[config.mk]
export PLATFORM = sky130hd
export DESIGN_NAME = rx_frame_top
export DESIGN_NICKNAME = d
export VERILOG_FILES = /design/src/rtl/rx_pkg.sv /design/src/rtl/fcs_crc32.sv /design/src/rtl/rx_control.sv /design/src/rtl/rx_frame_top.sv /design/src/rtl/rx_report.sv /design/src/rtl/signal_field_collector.sv
export SDC_FILE = /design/constraint.sdc
export NUM_CORES = 1
export LEC_CHECK = 0
export BUFFER_PORTS_ARGS = -buffer_cell sky130_fd_sc_hd__buf_2
export CAP_MARGIN = 10
export CORE_UTILIZATION = 47
export CTS_BUF_LIST = sky130_fd_sc_hd__clkbuf_16
export DETAILED_ROUTE_END_ITERATION = 10
export GPL_ROUTABILITY_DRIVEN = 0
export PLACE_DENSITY = 0.66
export SLEW_MARGIN = 25
export SYNTH_ARGS = -nofsm -noshare
export SYNTH_HDL_FRONTEND = slang
export SYNTH_SLANG_ARGS = --single-unit
[constraint.sdc]
create_clock -name clock -period 9.18 [get_ports clock]
set_clock_uncertainty 0.2 [all_clocks]
set_input_delay 1.836 -clock clock [delete_from_list [all_inputs] [get_ports clock]]
set_output_delay 1.836 -clock clock [all_outputs]
set_load 0.02 [all_outputs]
[src/rtl/rx_pkg.sv]
package rx_pkg;

    //////////////////////////////
    // legacy SIGNAL field
    //////////////////////////////

    typedef logic [3:0]  rate_t;
    typedef logic [11:0] legacy_len_t;

    // first received byte lands in bits 7..0
    typedef struct packed {
        logic [5:0]  tail;
        logic        parity;
        legacy_len_t length;
        logic        reserved;
        rate_t       rate;
    } signal_field_t;

    // number of bytes in the SIGNAL field
    localparam int unsigned signal_bytes = 3;

    //////////////////////////////
    // status and control
    //////////////////////////////

    typedef enum logic [3:0] {
        st_ok               = 4'd0,
        st_parity_fail      = 4'd1,
        st_wrong_rsvd       = 4'd2,
        st_wrong_tail       = 4'd3,
        st_unsupported_rate = 4'd4,
        st_wrong_fcs        = 4'd5
    } status_t;

    typedef enum logic [2:0] {
        s_idle,
        s_collect_signal,
        s_check_signal,
        s_signal_error,
        s_decode_data,
        s_decode_done
    } rx_state_t;

    typedef logic [15:0] byte_count_t;

    //////////////////////////////
    // frame check sequence
    //////////////////////////////

    // reflected form of the 802.3 polynomial
    localparam logic [31:0] fcs_poly    = 32'hEDB88320;
    // register contents after data plus a good FCS
    localparam logic [31:0] fcs_residue = 32'hDEBB20E3;

endpackage

[src/rtl/fcs_crc32.sv]
module fcs_crc32 import rx_pkg::*; (
    input  logic        clock,
    input  logic        reset,
    input  logic        clear_i,
    input  logic [7:0]  byte_i,
    input  logic        byte_valid_i,
    output logic [31:0] crc_o
);

    logic [31:0] crc_base;

    // one byte, lsb first, reflected register
    function automatic logic [31:0] crc_byte(logic [31:0] crc_in, logic [7:0] data);
        logic [31:0] crc;
        crc = crc_in;
        for (int i = 0; i < 8; i++) begin
            if (crc[0] ^ data[i]) begin
                crc = (crc >> 1) ^ fcs_poly;
            end else begin
                crc = crc >> 1;
            end
        end
        return crc;
    endfunction

    // a byte arriving with clear starts from the preset
    assign crc_base = clear_i ? '1 : crc_o;

    always_ff @(posedge clock) begin
        if (reset) begin
            crc_o <= '1;
        end else if (byte_valid_i) begin
            crc_o <= crc_byte(crc_base, byte_i);
        end else if (clear_i) begin
            crc_o <= '1;
        end
    end

endmodule

[src/rtl/rx_control.sv]
module rx_control import rx_pkg::*; (
    input  logic        clock,
    input  logic        reset,
    input  logic        frame_start_i,
    input  logic        byte_valid_i,
    input  logic        signal_ready_i,
    input  rate_t       rate_i,
    input  legacy_len_t len_i,
    input  logic        rsvd_i,
    input  logic [5:0]  tail_i,
    input  logic        parity_ok_i,
    input  logic [31:0] fcs_value_i,
    output logic        collect_en_o,
    output logic        fcs_clear_o,
    output logic        data_byte_valid_o,
    output logic        header_strobe_o,
    output logic        header_ok_o,
    output logic        frame_end_o,
    output logic        fcs_pass_o,
    output status_t     status_o,
    output rx_state_t   state_o
);

    rx_state_t   state;
    byte_count_t bytes_left;
    status_t     hdr_status;
    logic        hdr_pass;
    logic        take_first;
    logic        take_next;
    logic        fcs_match;

    //////////////////////////////
    // header checks
    //////////////////////////////

    // first failing check wins
    always_comb begin
        if (!parity_ok_i) begin
            hdr_status = st_parity_fail;
        end else if (rsvd_i) begin
            hdr_status = st_wrong_rsvd;
        end else if (|tail_i) begin
            hdr_status = st_wrong_tail;
        end else if (!rate_i[3]) begin
            hdr_status = st_unsupported_rate;
        end else begin
            hdr_status = st_ok;
        end
    end

    assign hdr_pass = (hdr_status == st_ok);

    //////////////////////////////
    // data byte acceptance
    //////////////////////////////

    // a byte can follow the SIGNAL field while the header is checked
    assign take_first = (state == s_check_signal) && hdr_pass && (len_i != '0);
    assign take_next  = (state == s_decode_data) && (bytes_left != '0);

    assign data_byte_valid_o = byte_valid_i && (take_first || take_next);

    // restart the CRC on the way into data decoding
    assign fcs_clear_o = (state == s_check_signal) && hdr_pass;

    assign collect_en_o = (state == s_collect_signal);
    assign state_o      = state;
    assign fcs_match    = (fcs_value_i == fcs_residue);

    //////////////////////////////
    // packet FSM
    //////////////////////////////

    always_ff @(posedge clock) begin
        if (reset) begin
            state           <= s_idle;
            bytes_left      <= '0;
            header_strobe_o <= 1'b0;
            header_ok_o     <= 1'b0;
            frame_end_o     <= 1'b0;
            fcs_pass_o      <= 1'b0;
            status_o        <= st_ok;
        end else begin
            header_strobe_o <= 1'b0;
            frame_end_o     <= 1'b0;

            case (state)
                s_idle: begin
                    if (frame_start_i) begin
                        state <= s_collect_signal;
                    end
                end

                s_collect_signal: begin
                    if (signal_ready_i) begin
                        state <= s_check_signal;
                    end
                end

                s_check_signal: begin
                    header_strobe_o <= 1'b1;
                    header_ok_o     <= hdr_pass;
                    status_o        <= hdr_status;
                    if (hdr_pass) begin
                        // countdown already covers a byte taken this cycle
                        bytes_left <= byte_count_t'(len_i)
                                      - byte_count_t'(data_byte_valid_o);
                        state      <= s_decode_data;
                    end else begin
                        state <= s_signal_error;
                    end
                end

                s_signal_error: begin
                    state <= s_idle;
                end

                s_decode_data: begin
                    if (data_byte_valid_o) begin
                        bytes_left <= bytes_left - 16'd1;
                    end
                    // zero left, one cycle for the last CRC update
                    if (bytes_left == '0) begin
                        state <= s_decode_done;
                    end
                end

                s_decode_done: begin
                    frame_end_o <= 1'b1;
                    fcs_pass_o  <= fcs_match;
                    status_o    <= fcs_match ? st_ok : st_wrong_fcs;
                    state       <= s_idle;
                end

                default: begin
                    state <= s_idle;
                end
            endcase
        end
    end

endmodule

[src/rtl/rx_frame_top.sv]
module rx_frame_top import rx_pkg::*; (
    input  logic        clock,
    input  logic        reset,
    input  logic        frame_start_i,
    input  logic [7:0]  byte_i,
    input  logic        byte_valid_i,
    output logic        pkt_header_strobe_o,
    output logic        pkt_header_valid_o,
    output rate_t       pkt_rate_o,
    output legacy_len_t pkt_len_o,
    output byte_count_t pkt_len_total_o,
    output logic [7:0]  data_byte_o,
    output logic        data_byte_valid_o,
    output byte_count_t byte_count_o,
    output byte_count_t byte_count_total_o,
    output logic        fcs_out_strobe_o,
    output logic        fcs_ok_o,
    output status_t     status_o
);

    logic        collect_en;
    logic        signal_ready;
    rate_t       sig_rate;
    legacy_len_t sig_len;
    logic        sig_rsvd;
    logic [5:0]  sig_tail;
    logic        sig_parity_ok;
    logic        fcs_clear;
    logic        data_byte_valid;
    logic [31:0] fcs_value;
    logic        header_strobe;
    logic        header_ok;
    logic        frame_end;
    logic        fcs_pass;
    status_t     ctrl_status;
    rx_state_t   ctrl_state;

    //////////////////////////////
    // input side
    //////////////////////////////

    signal_field_collector u_collector (
        .clock          (clock),
        .reset          (reset),
        .collect_en_i   (collect_en),
        .byte_i         (byte_i),
        .byte_valid_i   (byte_valid_i),
        .signal_ready_o (signal_ready),
        .rate_o         (sig_rate),
        .len_o          (sig_len),
        .rsvd_o         (sig_rsvd),
        .tail_o         (sig_tail),
        .parity_ok_o    (sig_parity_ok)
    );

    //////////////////////////////
    // packet control and FCS
    //////////////////////////////

    rx_control u_control (
        .clock             (clock),
        .reset             (reset),
        .frame_start_i     (frame_start_i),
        .byte_valid_i      (byte_valid_i),
        .signal_ready_i    (signal_ready),
        .rate_i            (sig_rate),
        .len_i             (sig_len),
        .rsvd_i            (sig_rsvd),
        .tail_i            (sig_tail),
        .parity_ok_i       (sig_parity_ok),
        .fcs_value_i       (fcs_value),
        .collect_en_o      (collect_en),
        .fcs_clear_o       (fcs_clear),
        .data_byte_valid_o (data_byte_valid),
        .header_strobe_o   (header_strobe),
        .header_ok_o       (header_ok),
        .frame_end_o       (frame_end),
        .fcs_pass_o        (fcs_pass),
        .status_o          (ctrl_status),
        .state_o           (ctrl_state)
    );

    fcs_crc32 u_fcs (
        .clock        (clock),
        .reset        (reset),
        .clear_i      (fcs_clear),
        .byte_i       (byte_i),
        .byte_valid_i (data_byte_valid),
        .crc_o        (fcs_value)
    );

    //////////////////////////////
    // output side
    //////////////////////////////

    rx_report u_report (
        .clock               (clock),
        .reset               (reset),
        .state_i             (ctrl_state),
        .header_strobe_i     (header_strobe),
        .header_ok_i         (header_ok),
        .rate_i              (sig_rate),
        .len_i               (sig_len),
        .data_byte_valid_i   (data_byte_valid),
        .byte_i              (byte_i),
        .frame_end_i         (frame_end),
        .fcs_pass_i          (fcs_pass),
        .status_i            (ctrl_status),
        .pkt_header_strobe_o (pkt_header_strobe_o),
        .pkt_header_valid_o  (pkt_header_valid_o),
        .pkt_rate_o          (pkt_rate_o),
        .pkt_len_o           (pkt_len_o),
        .pkt_len_total_o     (pkt_len_total_o),
        .data_byte_o         (data_byte_o),
        .data_byte_valid_o   (data_byte_valid_o),
        .byte_count_o        (byte_count_o),
        .byte_count_total_o  (byte_count_total_o),
        .fcs_out_strobe_o    (fcs_out_strobe_o),
        .fcs_ok_o            (fcs_ok_o),
        .status_o            (status_o)
    );

endmodule

[src/rtl/rx_report.sv]
module rx_report import rx_pkg::*; (
    input  logic        clock,
    input  logic        reset,
    input  rx_state_t   state_i,
    input  logic        header_strobe_i,
    input  logic        header_ok_i,
    input  rate_t       rate_i,
    input  legacy_len_t len_i,
    input  logic        data_byte_valid_i,
    input  logic [7:0]  byte_i,
    input  logic        frame_end_i,
    input  logic        fcs_pass_i,
    input  status_t     status_i,
    output logic        pkt_header_strobe_o,
    output logic        pkt_header_valid_o,
    output rate_t       pkt_rate_o,
    output legacy_len_t pkt_len_o,
    output byte_count_t pkt_len_total_o,
    output logic [7:0]  data_byte_o,
    output logic        data_byte_valid_o,
    output byte_count_t byte_count_o,
    output byte_count_t byte_count_total_o,
    output logic        fcs_out_strobe_o,
    output logic        fcs_ok_o,
    output status_t     status_o
);

    logic [7:0] byte_q;
    logic [7:0] byte_qq;
    logic       byte_stb_q;
    logic       byte_stb_qq;

    //////////////////////////////
    // header and frame result
    //////////////////////////////

    always_ff @(posedge clock) begin
        if (reset) begin
            pkt_header_strobe_o <= 1'b0;
            pkt_header_valid_o  <= 1'b0;
            fcs_out_strobe_o    <= 1'b0;
            fcs_ok_o            <= 1'b0;
            status_o            <= st_ok;
        end else begin
            pkt_header_strobe_o <= header_strobe_i;
            fcs_out_strobe_o    <= frame_end_i;
            if (header_strobe_i) begin
                pkt_header_valid_o <= header_ok_i;
                fcs_ok_o           <= 1'b0;
                status_o           <= status_i;
            end else if (frame_end_i) begin
                pkt_header_valid_o <= 1'b0;
                fcs_ok_o           <= fcs_pass_i;
                status_o           <= status_i;
            end
        end
    end

    always_ff @(posedge clock) begin
        if (header_strobe_i) begin
            pkt_rate_o      <= rate_i;
            pkt_len_o       <= len_i;
            pkt_len_total_o <= byte_count_t'(len_i) + byte_count_t'(signal_bytes);
        end
    end

    //////////////////////////////
    // data byte stream
    //////////////////////////////

    // capture from the shared bus, then one stage before the output
    always_ff @(posedge clock) begin
        byte_q      <= byte_i;
        byte_qq     <= byte_q;
        data_byte_o <= byte_qq;
    end

    always_ff @(posedge clock) begin
        if (reset) begin
            byte_stb_q         <= 1'b0;
            byte_stb_qq        <= 1'b0;
            data_byte_valid_o  <= 1'b0;
            byte_count_o       <= '0;
            byte_count_total_o <= '0;
        end else begin
            byte_stb_q        <= data_byte_valid_i;
            byte_stb_qq       <= byte_stb_q;
            data_byte_valid_o <= byte_stb_qq;
            if (state_i == s_idle) begin
                byte_count_o       <= '0;
                byte_count_total_o <= '0;
            end else if (header_strobe_i) begin
                // SIGNAL bytes count toward the total
                byte_count_total_o <= byte_count_t'(signal_bytes);
            end else if (byte_stb_qq) begin
                byte_count_o       <= byte_count_o + 16'd1;
                byte_count_total_o <= byte_count_total_o + 16'd1;
            end
        end
    end

endmodule

[src/rtl/signal_field_collector.sv]
module signal_field_collector import rx_pkg::*; (
    input  logic        clock,
    input  logic        reset,
    input  logic        collect_en_i,
    input  logic [7:0]  byte_i,
    input  logic        byte_valid_i,
    output logic        signal_ready_o,
    output rate_t       rate_o,
    output legacy_len_t len_o,
    output logic        rsvd_o,
    output logic [5:0]  tail_o,
    output logic        parity_ok_o
);

    localparam logic [1:0] last_idx = 2'(signal_bytes - 1);
    localparam logic [1:0] full_cnt = 2'(signal_bytes);

    logic [1:0]    byte_cnt;
    signal_field_t sig_word;

    // byte counter and ready pulse
    always_ff @(posedge clock) begin
        if (reset) begin
            byte_cnt       <= '0;
            signal_ready_o <= 1'b0;
        end else begin
            signal_ready_o <= 1'b0;
            if (!collect_en_i) begin
                byte_cnt <= '0;
            end else if (byte_valid_i && byte_cnt != full_cnt) begin
                byte_cnt       <= byte_cnt + 2'd1;
                signal_ready_o <= (byte_cnt == last_idx);
            end
        end
    end

    // newest byte enters at the top
    always_ff @(posedge clock) begin
        if (collect_en_i && byte_valid_i && byte_cnt != full_cnt) begin
            sig_word <= {byte_i, sig_word[23:8]};
        end
    end

    //////////////////////////////
    // field decode
    //////////////////////////////

    assign rate_o = sig_word.rate;
    assign len_o  = sig_word.length;
    assign rsvd_o = sig_word.reserved;
    assign tail_o = sig_word.tail;

    // even number of ones over bits 17..0
    assign parity_ok_o = ~^sig_word[17:0];

endmodule

**Word-level counts from Yosys, hierarchy flattened**

Cells that the tools add are included.
W data, S select, Z words.

- Bits in registers: 185
- Bits of input ports: 12
- Output and inout port bits: 81
- Word-level logic and storage cells: 142

- $add $sub $neg: 6
- Equality and inequality tests: 12
- Mux-type cells: 46
- Bitwise gates (word level): 19
- Reduce and logical (&&, ||, !) cells: 27

Operators with widths:

| operator | number |
|---|---|
| $mux W32 | 24 |
| $not A13 Y14 | 8 |
| $add A16 B1 Y16 const B | 2 |
| $eq A32 B32 Y1 const B | 1 |
| $mux W16 | 2 |
| $pmux W16 S2 | 1 |
| $mux W4 | 5 |
| $mux W3 | 6 |
| $reduce_xnor A18 Y1 | 1 |
| $logic_not A16 Y1 | 1 |
| $reduce_bool A16 Y1 | 1 |
| $sub A16 B1 Y16 const B | 1 |
| $add A12 B2 Y13 const B | 1 |
| $sub A12 B1 Y13 | 1 |
| $pmux W3 S4 | 1 |
| $reduce_bool A12 Y1 | 1 |
| $ne A2 B2 Y1 const B | 4 |
| $pmux W4 S2 | 1 |
| $reduce_bool A2 Y1 | 4 |
| $xor A1 B1 Y1 | 8 |
| $logic_and A1 B1 Y1 | 7 |
| $eq A3 B3 Y1 const B | 2 |
| $reduce_and A3 Y1 | 2 |
| $reduce_or A2 Y1 | 3 |
| other kinds (14) | 22 |

**Longest topological paths before layout**

Gate-level depths: netlist (run 1).

- Depth in word-level cells: 38
- Mapped depth: 16
- Depth with buffers taken out: 15

**Cells and area by module**

A second synthesis (run 1) with hierarchy kept.

- Cell total of the unflattened synthesis: 903
- Area, all modules: 8871.0 um^2

By module, submodules not included:

| module | times used | cells each | area an instance (um^2) | seq. area each (um^2) |
|---|---|---|---|---|
| rx_report | 1 | 293 | 3373.2 | 2212.1 |
| fcs_crc32 | 1 | 293 | 2503.7 | 640.6 |
| rx_control | 1 | 240 | 1808.0 | 520.5 |
| signal_field_collector | 1 | 77 | 1186.1 | 780.7 |

**Worst setup path before layout (run 1)**

No wires, ideal clock.

- Path kind: input-to-reg
- From: input byte_valid_i
- To: register u_collector.sig_word, in the netlist u_collector.len_o[0] (enable)
- Setup time: 466 ps
- Arrival time: 4276 ps
- Data required time: 8514 ps
- Setup slack: 4238 ps
- Stages on the path: 2
- Buffers on the path: 0
- Path through: inv_1 -> nor4_1

- Word-level cells in the longest chain between the ends: 2

RTL lines:

| item | RTL line | RTL |
|---|---|---|
| from (decl) | rx_frame_top.sv:6 | `input logic byte_valid_i,` |
| $logic_and A1 B1 Y1 (2 in series) | signal_field_collector.sv:39 | `if (collect_en_i && byte_valid_i && byte_cnt != full_cnt) begin` |
| to (signal assigned) | signal_field_collector.sv:40 | `sig_word <= {byte_i, sig_word[23:8]};` |
| to (decl) | signal_field_collector.sv:19 | `signal_field_t sig_word;` |

Every way passes these cells.
A chain may end at the register's enable or synchronous reset.

**Final worst setup path (run 1)**

- From: input byte_valid_i
- To: register u_control.bytes_left[15]

- Word-level cells in the longest chain between the ends: 4
- Elaborated cells on any way between the ends: 6
- Those cells by class: add/sub (1); eq/ne (1); mux (2); reduce/logical (2)

RTL lines:

| item | RTL line | RTL |
|---|---|---|
| $logic_and A1 B1 Y1 * | rx_control.sv:61 | `assign data_byte_valid_o = byte_valid_i && (take_first \|\| take_next);` |
| via data_byte_valid | rx_frame_top.sv:29 | `logic data_byte_valid;` |
| $sub A12 B1 Y13 | rx_control.sv:107 | `- byte_count_t'(data_byte_valid_o);` |
| $mux W16 | rx_control.sv:104 | `if (hdr_pass) begin` |
| $pmux W16 S2 | rx_control.sv:87 | `case (state)` |
| to (signal assigned) | rx_control.sv:106 | `bytes_left <= byte_count_t'(len_i)` |
| to (signal assigned) | rx_control.sv:120 | `bytes_left <= bytes_left - 16'd1;` |
| to (decl) | rx_control.sv:25 | `byte_count_t bytes_left;` |

Mark *: on every way through the listed nets, which the timed path passes. The rest lies on a longest branch. The select of a mux whose other input is x is not followed.

==> flow_summary.yaml, run 1 <==
final_layout:
  multi_input_area_um2: 4297
  syn2layout_area_growth_pct: 12.07
  fillers: 1642
  insertedDiodeCount: 0
  fin_util: 0.5423
  seq_area_um2: 4135
  layout.nets: 992
  drive_above_1_share: 0.1501
yosys:
  avgSynthCellArea_um2: 9.778
  synth_edf_count: 53
  ys_async_sr_fraction: 0
  synth_area_um2: 8781
  synth_warnings: 0
  synth_seq_cells: 180
  yosys.area_share.simple: 0.1646
  synthCells: 898
  yosysUniqueCellTypes: 71
  ys.flop_type: "dfxtp_1"
  synthAdderAreaFrac: 0.02850
  yosysSeqAreaShare: 0.4708
  muxShareOfSynthArea: 0.002280
  synth_top_family_by_area: "XOR/XNOR gates"
  synth-compound-area-share: 0.1157
  synth_xor_area_frac: 0.1750
timing:
  hold_viol: 0
  min_period_over_period: 0.5204
  fmax_mhz: 209.3
  rsz0062_at_grt: "no"
  relSlewSlack: 0.3816
  post-route-min-period_ns: 4.777
  setup_viol: 0
  setup_tns_ns: 0
  drv_slew: 0
  worst_pin_slew_ns: 0.9276
clock_network:
  cts_resized: 0
  htree_levels: 4
  cts_tree: "done"
  cts_max_path_buffers: 2
  hold_buffers: 0
  cts_buffers: 17
  path_clk_slew_ns: 0.07
  cts_setup_buffers: 0
  root_buffer: "clkbuf_16"
  clk_latency_ns: 0.43
  clock-sinks: 180
placement:
  portBuffers: 88
  dp_hpwl_um: 13490
routing:
  wl_met3_um: 713
  via_count: 6523
  drt_pass1_iterations: 8
  routed_via_density: 5.427
  first_iter_violations: 412
  drc_errors: 8
  met1_length_um: 8958
  wl_per_cell_um: 16.05
  ant_nets: 0
  top_layer: "met4"
  wl_met2_um: 9204
  routed_wirelength_um: 19290
floorplanning:
  core_um2: 18150
  dieArea_um2: 19230
  start_util: 0.4839
  core.rowCount: 49
  die_w_um: 138.7
  die_height_um: 138.7
  ios: 93
grt:
  grt_use_total: 0.2081
  grt_pass1_vias: 6185
  grt_max_degree: 48
  antenna_found_initial: 0
  grt-ovfl-total: 0
  grt_first_pass_wirelength_um: 31880
worst_setup_path:
  r2r_slack_ns: 4.52
  critical_path_required_ns: 9.31
  critPathSlowestCell: "nor3b_1"
  crit_family: "simple AND/OR/NAND/NOR gates"
  critPathArrivalTime_ns: 4.90
  crit_path_start_kind: "primary input"
  reg2reg_depth: 15
  regToRegEndpoint: "u_control.bytes_left[15]"
  cp_max_fo: 8
  path_buf_inv: 2
  slowest_delay_ns: 0.52
  reg2reg_from: "u_collector.len_o[4]"
  path_class: "in -> reg"
  path_cells: "buf_2 -> inv_1 -> a2111oi_0 -> nand2b_1 -> nand2_1 -> ha_1 -> ha_1 -> nor3b_1 -> nand2_1 -> nor3_1 -> a21oi_1 -> o32ai_1"
  cp-end-kind: "register"
pwr:
  p_leak_nw: 3.697
  irDropWorstVdd_uv: 132.5
  power_w: 0.001671
  power_density_nw_per_um2: 169.8
status:
  outcome: "finished, violations left"
  failed_checks: "design-rule violations"
min_path:
  whs_path_depth: 0
  hold_class: "reg -> reg"
  min_to: "u_report.data_byte_o[1]"
  worstHoldStart: "u_report.byte_qq[1]"
flow_run:
  drv_cap: 0
-- worst register-to-register path, cell delays in order, from the launching register on --
cell and delay [ns]:
edfxtp_1 0.56, inv_1 0.11, ha_1 0.31, xnor2_1 0.19, xnor3_2 0.38, xnor2_2 0.14
buf_4 0.22, nand2b_1 0.34, nand2_1 0.21, ha_1 0.23, ha_1 0.20, nor3b_1 0.52
nand2_1 0.17, nor3_1 0.43, a21oi_1 0.10, o32ai_1 0.25
-- cell usage after synthesis (all sizes together), types with 5 or more instances --
| cell type | count | share of area |
|---|---|---|
| dfxtp | 127 | 0.29 |
| xnor2 | 108 | 0.11 |
| nor2 | 96 | 0.042 |
| a21oi | 58 | 0.033 |
| nand2 | 57 | 0.025 |
| xor2 | 57 | 0.057 |
| edfxtp | 53 | 0.18 |
| o21ai | 47 | 0.027 |
| buf | 30 | 0.023 |
| clkbuf | 24 | 0.010 |
| inv | 23 | 0.0098 |
| ha | 20 | 0.028 |
| or3 | 18 | 0.013 |
| nand3 | 16 | 0.0091 |
| nand4 | 16 | 0.012 |
| a31oi | 15 | 0.011 |
| nor3 | 12 | 0.0068 |
| and3 | 10 | 0.0073 |
| nor2b | 10 | 0.0071 |
| o211ai | 8 | 0.0068 |
| a211oi | 7 | 0.0060 |
| nor4 | 7 | 0.0067 |
| or2 | 7 | 0.0050 |
| o32ai | 6 | 0.0060 |
| nand2b | 5 | 0.0036 |
| nand3b | 5 | 0.0043 |
| nor3b | 5 | 0.0048 |
-- sequential cells by signal, summed over array words and instances (netlist names), 6 cells and up --
register and count:
u_report.byte_count_o 16, u_control.bytes_left 16, u_fcs.crc_o 32, u_report.pkt_len_o 12, u_report.byte_q 8, u_report.byte_qq 8
u_collector.tail_o 6, u_report.data_byte_o 8, u_collector.len_o 12, u_report.byte_count_total_o 16, u_report.pkt_len_total_o 13
-- logic make-up (layout without fill, tap and decap cells) --
family / count (synthesis) / in the layout
buffers and inverters: 77 / 149
DFF: 180 / 180
other: 1 / 4
muxes: 2 / 2
AOI/OAI and AO/OA: 168 / 168
and+or+nand+nor: 282 / 282
xor gates and xnor gates: 168 / 168
adders and majority gates: 20 / 20
-- placed cells by master (no fill, tap or decap), drive strengths merged, types with 12 or more instances in the layout --
cell type	count
ha	20
edfxtp	53
dfxtp	127
xor2	57
or3	18
nor3	12
o21ai	47
nor2	96
xnor2	108
clkbuf	17
a21oi	58
nand3	16
inv	34
buf	94
nand4	16
a31oi	15
nand2	57
-- through the flow --
stage,area [um^2],std cells,setup slack [ns],hold WS (ns)
final,9841,1202,4.403,0.1261
after global routing,9841,1202,4.093,0.1310
after CTS,9841,1202,4.449,0.1280
after detailed placement,9290,1170,3.997,0.1121
after global placement,9283,1170,4.267,0.1097
after floorplan,8792,901,4.238,0.1096
-- layout make-up --
class	count	area share
clock inverters	15	0.01271
flip-flops and latches	180	0.4202
clock buffers	17	0.04323
inverters	23	0.008773
multi-input cells	644	0.4366
repair buffers	94	0.04933
well taps	229	0.02912
-- routing by layer --
layer  vias to the layer above  global-route usage
met3                        34             0.04282
li1                       3231                   -
met2                       132              0.3409
met4                         0             0.07836
met5                         -                   0
met1                      3126              0.2715
-- power breakdown --
group	switching, W	internal [W]	total [W]
Combinational	0.0000941	0.0000550	0.000149
Sequential	0.00000908	0.000829	0.000838
Clock	0.000329	0.000355	0.000683
Total	0.000432	0.00124	0.00167
-- how the worst max path moves through the flow --
| stage | to | slack (ns) | start | depth (start not counted) |
|---|---|---|---|---|
| 2_1_floorplan | u_collector.len_o[0] | 4.24 | byte_valid_i | 2 |
| 3_3_place_gp | u_control.bytes_left[12] | 4.27 | byte_valid_i | 12 |
| 3_5_place_dp | u_control.bytes_left[15] | 4.00 | byte_valid_i | 12 |
| 4_1_cts | u_control.bytes_left[15] | 4.45 | byte_valid_i | 12 |
| 5_1_grt | u_control.bytes_left[15] | 4.09 | byte_valid_i | 12 |
| 6_report | u_control.bytes_left[15] | 4.40 | byte_valid_i | 12 |
Note: power is estimated with default switching activity, not from simulation.
==> inputs of run 2 (changes only) <==
--- a/config.mk
+++ b/config.mk
@@ -11,7 +11,7 @@
 export CTS_BUF_LIST = sky130_fd_sc_hd__clkbuf_16
 export DETAILED_ROUTE_END_ITERATION = 10
 export GPL_ROUTABILITY_DRIVEN = 0
-export PLACE_DENSITY = 0.66
+export PLACE_DENSITY = 0.69
 export SLEW_MARGIN = 25
 export SYNTH_ARGS = -nofsm -noshare
 export SYNTH_HDL_FRONTEND = slang
==> constraint.sdc (replaced) <==
create_clock -name clock -period 4.26 [get_ports clock]
set_clock_uncertainty 0.2 [all_clocks]
set_input_delay 0.852 -clock clock [delete_from_list [all_inputs] [get_ports clock]]
set_output_delay 0.852 -clock clock [all_outputs]
set_load 0.02 [all_outputs]
==> run 2 against run 1 <==
Non-clock buffer count grew 12. The flow still finishes with violations (design-rule violations). Wire length grew 1.0%. First-iteration DRC count grew 16%. Sequential share of layout area shrank 0.51 points. Critical path type is now reg -> reg. Largest power group unchanged. Worst hold slack is essentially flat.
==> flow_summary.yaml, run 2 (synthesized netlist as in run 1, its figures left out) <==
floorplanning:
  core.rowCount: 49
  ios: 93
  start_util: 0.4839
  die_height_um: 138.7
  core_um2: 18150
  die_w_um: 138.7
  dieArea_um2: 19230
clock_network:
  clock-sinks: 180
  htree_levels: 4
  root_buffer: "clkbuf_16"
  cts_max_path_buffers: 2
  cts_buffers: 17
  hold_buffers: 0
  clk_latency_ns: 0.43
  path_clk_slew_ns: 0.07
  cts_tree: "done"
worst_setup_path:
  crit_path_start_kind: "register"
  cp_max_fo: 6
  slowest_delay_ns: 0.47
  reg2reg_from: "u_collector.len_o[5]"
  path_cells: "inv_1 -> ha_1 -> xnor2_1 -> xnor3_2 -> xnor2_2 -> nand2b_1 -> nand2_1 -> ha_1 -> ha_1 -> nor3b_1 -> buf_4 -> nand4_1 -> xnor2_1 -> o22ai_1 -> nand2_1 -> a21oi_1"
  critPathArrivalTime_ns: 4.03
  cp-end-kind: "register"
  critical_path_required_ns: 4.42
  cpMostUsedCell: "ha_1"
  reg2reg_depth: 16
  critPathSlowestCell: "edfxtp_1"
  path_class: "reg -> reg"
  startpoint: "u_collector.len_o[5]"
timing:
  rsz0062_at_grt: "no"
  worst_pin_slew_ns: 0.9012
  relSlewSlack: 0.3992
  setup_viol: 0
  fmax_mhz: 258.4
  hold_viol: 0
  post-route-min-period_ns: 3.870
  hold_ws_ns: 0.1261
  setup_tns_ns: 0
  min_period_over_period: 0.9085
  drv_slew: 0
routing:
  wl_met3_um: 707
  wl_met2_um: 9542
  drc_errors: 5
  first_iter_violations: 476
  top_layer: "met4"
  wl_per_cell_um: 16.04
  ant_nets: 0
  met1_length_um: 8808
  drt_pass1_iterations: 9
  via_count: 6549
  routed_wirelength_um: 19490
  routed_via_density: 5.390
final_layout:
  layout.nets: 1004
  drive_above_1_share: 0.1645
  fillers: 1601
  syn2layout_area_growth_pct: 13.45
  layout_common_cells: "dfxtp_1, xnor2_1, nor2_1"
  largest_reg_flops: 32
  regMostFlops: "u_fcs.crc_o"
  final_common_cell: "dfxtp_1"
min_path:
  worstHoldStart: "u_report.byte_qq[0]"
  whs_path_depth: 0
  hold_class: "reg -> reg"
placement:
  portBuffers: 88
  dp_hpwl_um: 13610
grt:
  grt-ovfl-total: 0
  grt_use_total: 0.2101
  grt_max_degree: 42
  grt_first_pass_wirelength_um: 32330
  antenna_found_initial: 1
  grt_pass1_vias: 6405
status:
  failed_checks: "design-rule violations"
  outcome: "finished, violations left"
pwr:
  irDropWorstVdd_uv: 257.1
  power_density_nw_per_um2: 370.7
  p_leak_nw: 3.759
flow_run:
  drv_cap: 0
run 2: changes by cell type in the layout (fill, tap and decap cells not counted), sizes merged:
cell      previous run  this run
diode                0         1
bufinv               0         1
clkinv               3         1
clkinvlp             1         3
inv                 34        33
buf                 94       106
run 2: metrics by stage:
step | cells | utilization | total power, W | instance area [um^2] | setup WS [ns]
5_1_grt | 1215 | 0.5490 | 0.003824 | 9962 | 0.1287
6_report | 1215 | 0.5490 | 0.003693 | 9962 | 0.3896
2_1_floorplan | 901 | - | 0.002106 | 8792 | 0.3022
3_3_place_gp | 1182 | 0.5165 | 0.002165 | 9373 | 0.5466
3_5_place_dp | 1182 | 0.5165 | 0.002165 | 9373 | 0.4490
4_1_cts | 1214 | 0.5485 | 0.003718 | 9955 | 0.3140
run 2: repair_timing:
action,4_1_cts,5_1_grt
setup buffers,0,0
hold endpoints to repair,0,0
setup endpoints to repair,0,1
resized for setup,0,1
run 2: cell type report:
cell class | instances | area (um^2) | share of cell area
multi-input cells | 644 | 4294 | 0.4310
flip-flops and latches | 180 | 4135 | 0.4151
repair buffers | 106 | 575.6 | 0.05777
clock buffers | 17 | 425.4 | 0.04270
well taps | 229 | 286.5 | 0.02876
clock inverters | 15 | 156.4 | 0.01570
inverters | 23 | 86.33 | 0.008666
diodes | 1 | 2.502 | 0.0002512
run 2: final timing paths:
kind | end | slack [ns]
max | u_control.bytes_left[10] | 0.39
max reg2reg | u_control.bytes_left[10] | 0.39
min reg2reg | u_report.data_byte_o[0] | 0.13
min | u_report.data_byte_o[0] | 0.13
run 2: per-layer routing:
metal / up-vias / track usage
met5: - / 0
met3: 36 / 0.04144
met1: 3124 / 0.2656
met4: 0 / 0.09181
li1: 3246 / -
met2: 143 / 0.3500
run 2: power breakdown:
group	internal, W	switching [W]	total (W)
clock	0.000833	0.000727	0.00156
combinational	0.000123	0.000208	0.000331
sequential	0.00179	0.0000147	0.00180
run 2: worst max-delay path, delay by kind of cell (launching register included):
family                   cells  cell delay, ns
XOR/XNOR                     4            0.98
AO/OA/AOI/OAI                2            0.30
adder cells (fa/ha/maj)      3            0.70
buffers and inverters        2            0.39
flip-flops                   1            0.47
AND/OR/NAND/NOR              5            0.77
==> inputs of run 3 (changes only) <==
--- a/config.mk
+++ b/config.mk
@@ -11,7 +11,7 @@
 export CTS_BUF_LIST = sky130_fd_sc_hd__clkbuf_16
 export DETAILED_ROUTE_END_ITERATION = 10
 export GPL_ROUTABILITY_DRIVEN = 0
-export PLACE_DENSITY = 0.69
+export PLACE_DENSITY = 0.71
 export SLEW_MARGIN = 25
 export SYNTH_ARGS = -nofsm -noshare
 export SYNTH_HDL_FRONTEND = slang
==> run 3 against run 2 <==
The run still ends with design-rule violations left. Power shrank 0.36%. Count of clock-buffer cells in the layout is the same. Core utilization is essentially flat. Setup slack lost 0.020 ns. Final cell count is essentially flat. Clock power is essentially flat. Combinational power grew 1%. Cell area is essentially flat. Critical path type unchanged. Critical endpoint unchanged. Largest cell class unchanged. Highest routed layer unchanged.
==> flow_summary.yaml, run 3 (synthesized netlist as in run 1, its figures left out) <==
final_layout:
  regMostFlops: "u_fcs.crc_o"
  largest_reg_flops: 32
  drive_above_1_share: 0.1645
  fillers: 1594
  layout.nets: 1004
  layout_common_cells: "dfxtp_1, xnor2_1, nor2_1"
  syn2layout_area_growth_pct: 13.48
  multi_input_area_um2: 4294
  final_common_cell: "dfxtp_1"
  insertedDiodeCount: 0
  seq_area_um2: 4135
routing:
  via_count: 6571
  routed_via_density: 5.413
  wl_per_cell_um: 16.14
  first_iter_violations: 459
  ant_nets: 0
  drc_errors: 8
  routed_wirelength_um: 19600
  drt_pass1_iterations: 8
status:
  failed_checks: "design-rule violations"
  outcome: "finished, violations left"
pwr:
  power_density_nw_per_um2: 369.2
  p_leak_nw: 3.764
  power_w: 0.003679
  p_seq_frac: 0.490
  clkPwrFrac: 0.419
  switchingPower_w: 0.0009819
  swShare: 0.2669
  comb_power_share: 0.091
  intPower_w: 0.002697
  irDropWorstVdd_uv: 262.3
worst_setup_path:
  critPathArrivalTime_ns: 4.05
  startpoint: "u_collector.len_o[5]"
  critical_path_required_ns: 4.42
  crit_path_start_kind: "register"
  path_class: "reg -> reg"
  slowest_delay_ns: 0.48
  path_cells: "inv_1 -> ha_1 -> xnor2_1 -> xnor3_2 -> xnor2_2 -> nand2b_1 -> nand2_1 -> ha_1 -> ha_1 -> nor3b_1 -> buf_4 -> nand4_1 -> xnor2_1 -> o22ai_1 -> nand2_1 -> a21oi_1"
  cp-end-kind: "register"
  cp_max_fo: 6
  reg2reg_from: "u_collector.len_o[5]"
  critPathSlowestCell: "edfxtp_1"
  cpMostUsedCell: "ha_1"
floorplanning:
  die_height_um: 138.7
  start_util: 0.4839
  ios: 93
  die_w_um: 138.7
  core.rowCount: 49
  core_um2: 18150
  dieArea_um2: 19230
grt:
  grt_pass1_vias: 6415
  antenna_found_initial: 0
  grt_max_degree: 47
  grt_use_total: 0.2120
  grt_first_pass_wirelength_um: 32350
  grt-ovfl-total: 0
timing:
  min_period_over_period: 0.9133
  setup_tns_ns: 0
  setup_viol: 0
  rsz0062_at_grt: "no"
  fmax_mhz: 257.0
  relSlewSlack: 0.3933
  hold_viol: 0
  drv_slew: 0
  worst_pin_slew_ns: 0.9100
  post-route-min-period_ns: 3.891
clock_network:
  path_clk_slew_ns: 0.07
  root_buffer: "clkbuf_16"
  clock-sinks: 180
  cts_setup_buffers: 0
  cts_max_path_buffers: 2
  cts_buffers: 17
  htree_levels: 4
  clk_latency_ns: 0.44
  cts_tree: "done"
min_path:
  hold_class: "reg -> reg"
  worstHoldStart: "u_report.byte_qq[5]"
placement:
  dp_hpwl_um: 13630
  portBuffers: 88
flow_run:
  drv_cap: 0
run 3: cell count changes in the layout (fill, tap and decap cells not counted):
cell	delta
clkinv_8	+3
clkinv_2	+1
inv_6	-1
diode_2	-1
clkinvlp_2	-2
bufinv_16	-1
run 3: power groups by stage:
stage               clock network, W  logic (W)  registers [W]
detailed placement                 0   0.000333        0.00184
global placement                   0   0.000329        0.00184
finish                       0.00154   0.000335        0.00180
global route                 0.00165   0.000362        0.00180
floorplan                          0   0.000262        0.00184
CTS                          0.00157   0.000334        0.00180
run 3: final cells by class:
type,instances,share of cell area
Inverter,23,0.008664
Clock buffer,17,0.04269
Tap cell,229,0.02875
Clock inverter,15,0.01620
Multi-Input combinational cell,644,0.4309
Sequential cell,180,0.4150
Timing Repair Buffer,106,0.05776
run 3: stage by stage:
stage / utilization / hold slack, ns / instances / area (um^2) / setup slack [ns]
6_report: 0.5491 / 0.1283 / 1214 / 9965 / 0.3693
5_1_grt: 0.5491 / 0.1343 / 1214 / 9965 / 0.07767
4_1_cts: 0.5488 / 0.1291 / 1214 / 9960 / 0.2612
3_5_place_dp: 0.5165 / 0.1121 / 1182 / 9373 / 0.3030
3_3_place_gp: 0.5165 / 0.1096 / 1182 / 9373 / 0.5494
2_1_floorplan: - / 0.1096 / 901 / 8792 / 0.3022
run 3: metal layers:
layer / global-route usage / wire [um] / vias up
li1: - / - / 3248
met5: 0 / 0 / -
met1: 0.2585 / 8545 / 3092
met4: 0.1000 / 573 / 0
met3: 0.04834 / 988 / 42
met2: 0.3564 / 9488 / 189
run 3: path summary, 6_finish.rpt:
kind,to,slack [ns],cells after the start
max,u_control.bytes_left[10],0.37,16
min,u_report.data_byte_o[5],0.13,0
max reg2reg,u_control.bytes_left[10],0.37,16
min reg2reg,u_report.data_byte_o[5],0.13,0
run 3: timing repair:
item / CTS / global route
hold buffers: 0 / 0
resized for setup: 0 / 1
hold endpoints to repair: 0 / 0
endpoints found under the setup margin: 0 / 3
run 3: critical path: cells and delay by family, from the launching register on:
kind / cells / cell delay (ns)
xor+xnor: 4 / 0.96
simple gates: 5 / 0.77
fa+ha+maj: 3 / 0.71
flops: 1 / 0.48
buf+inv: 2 / 0.39
compound gates: 2 / 0.30
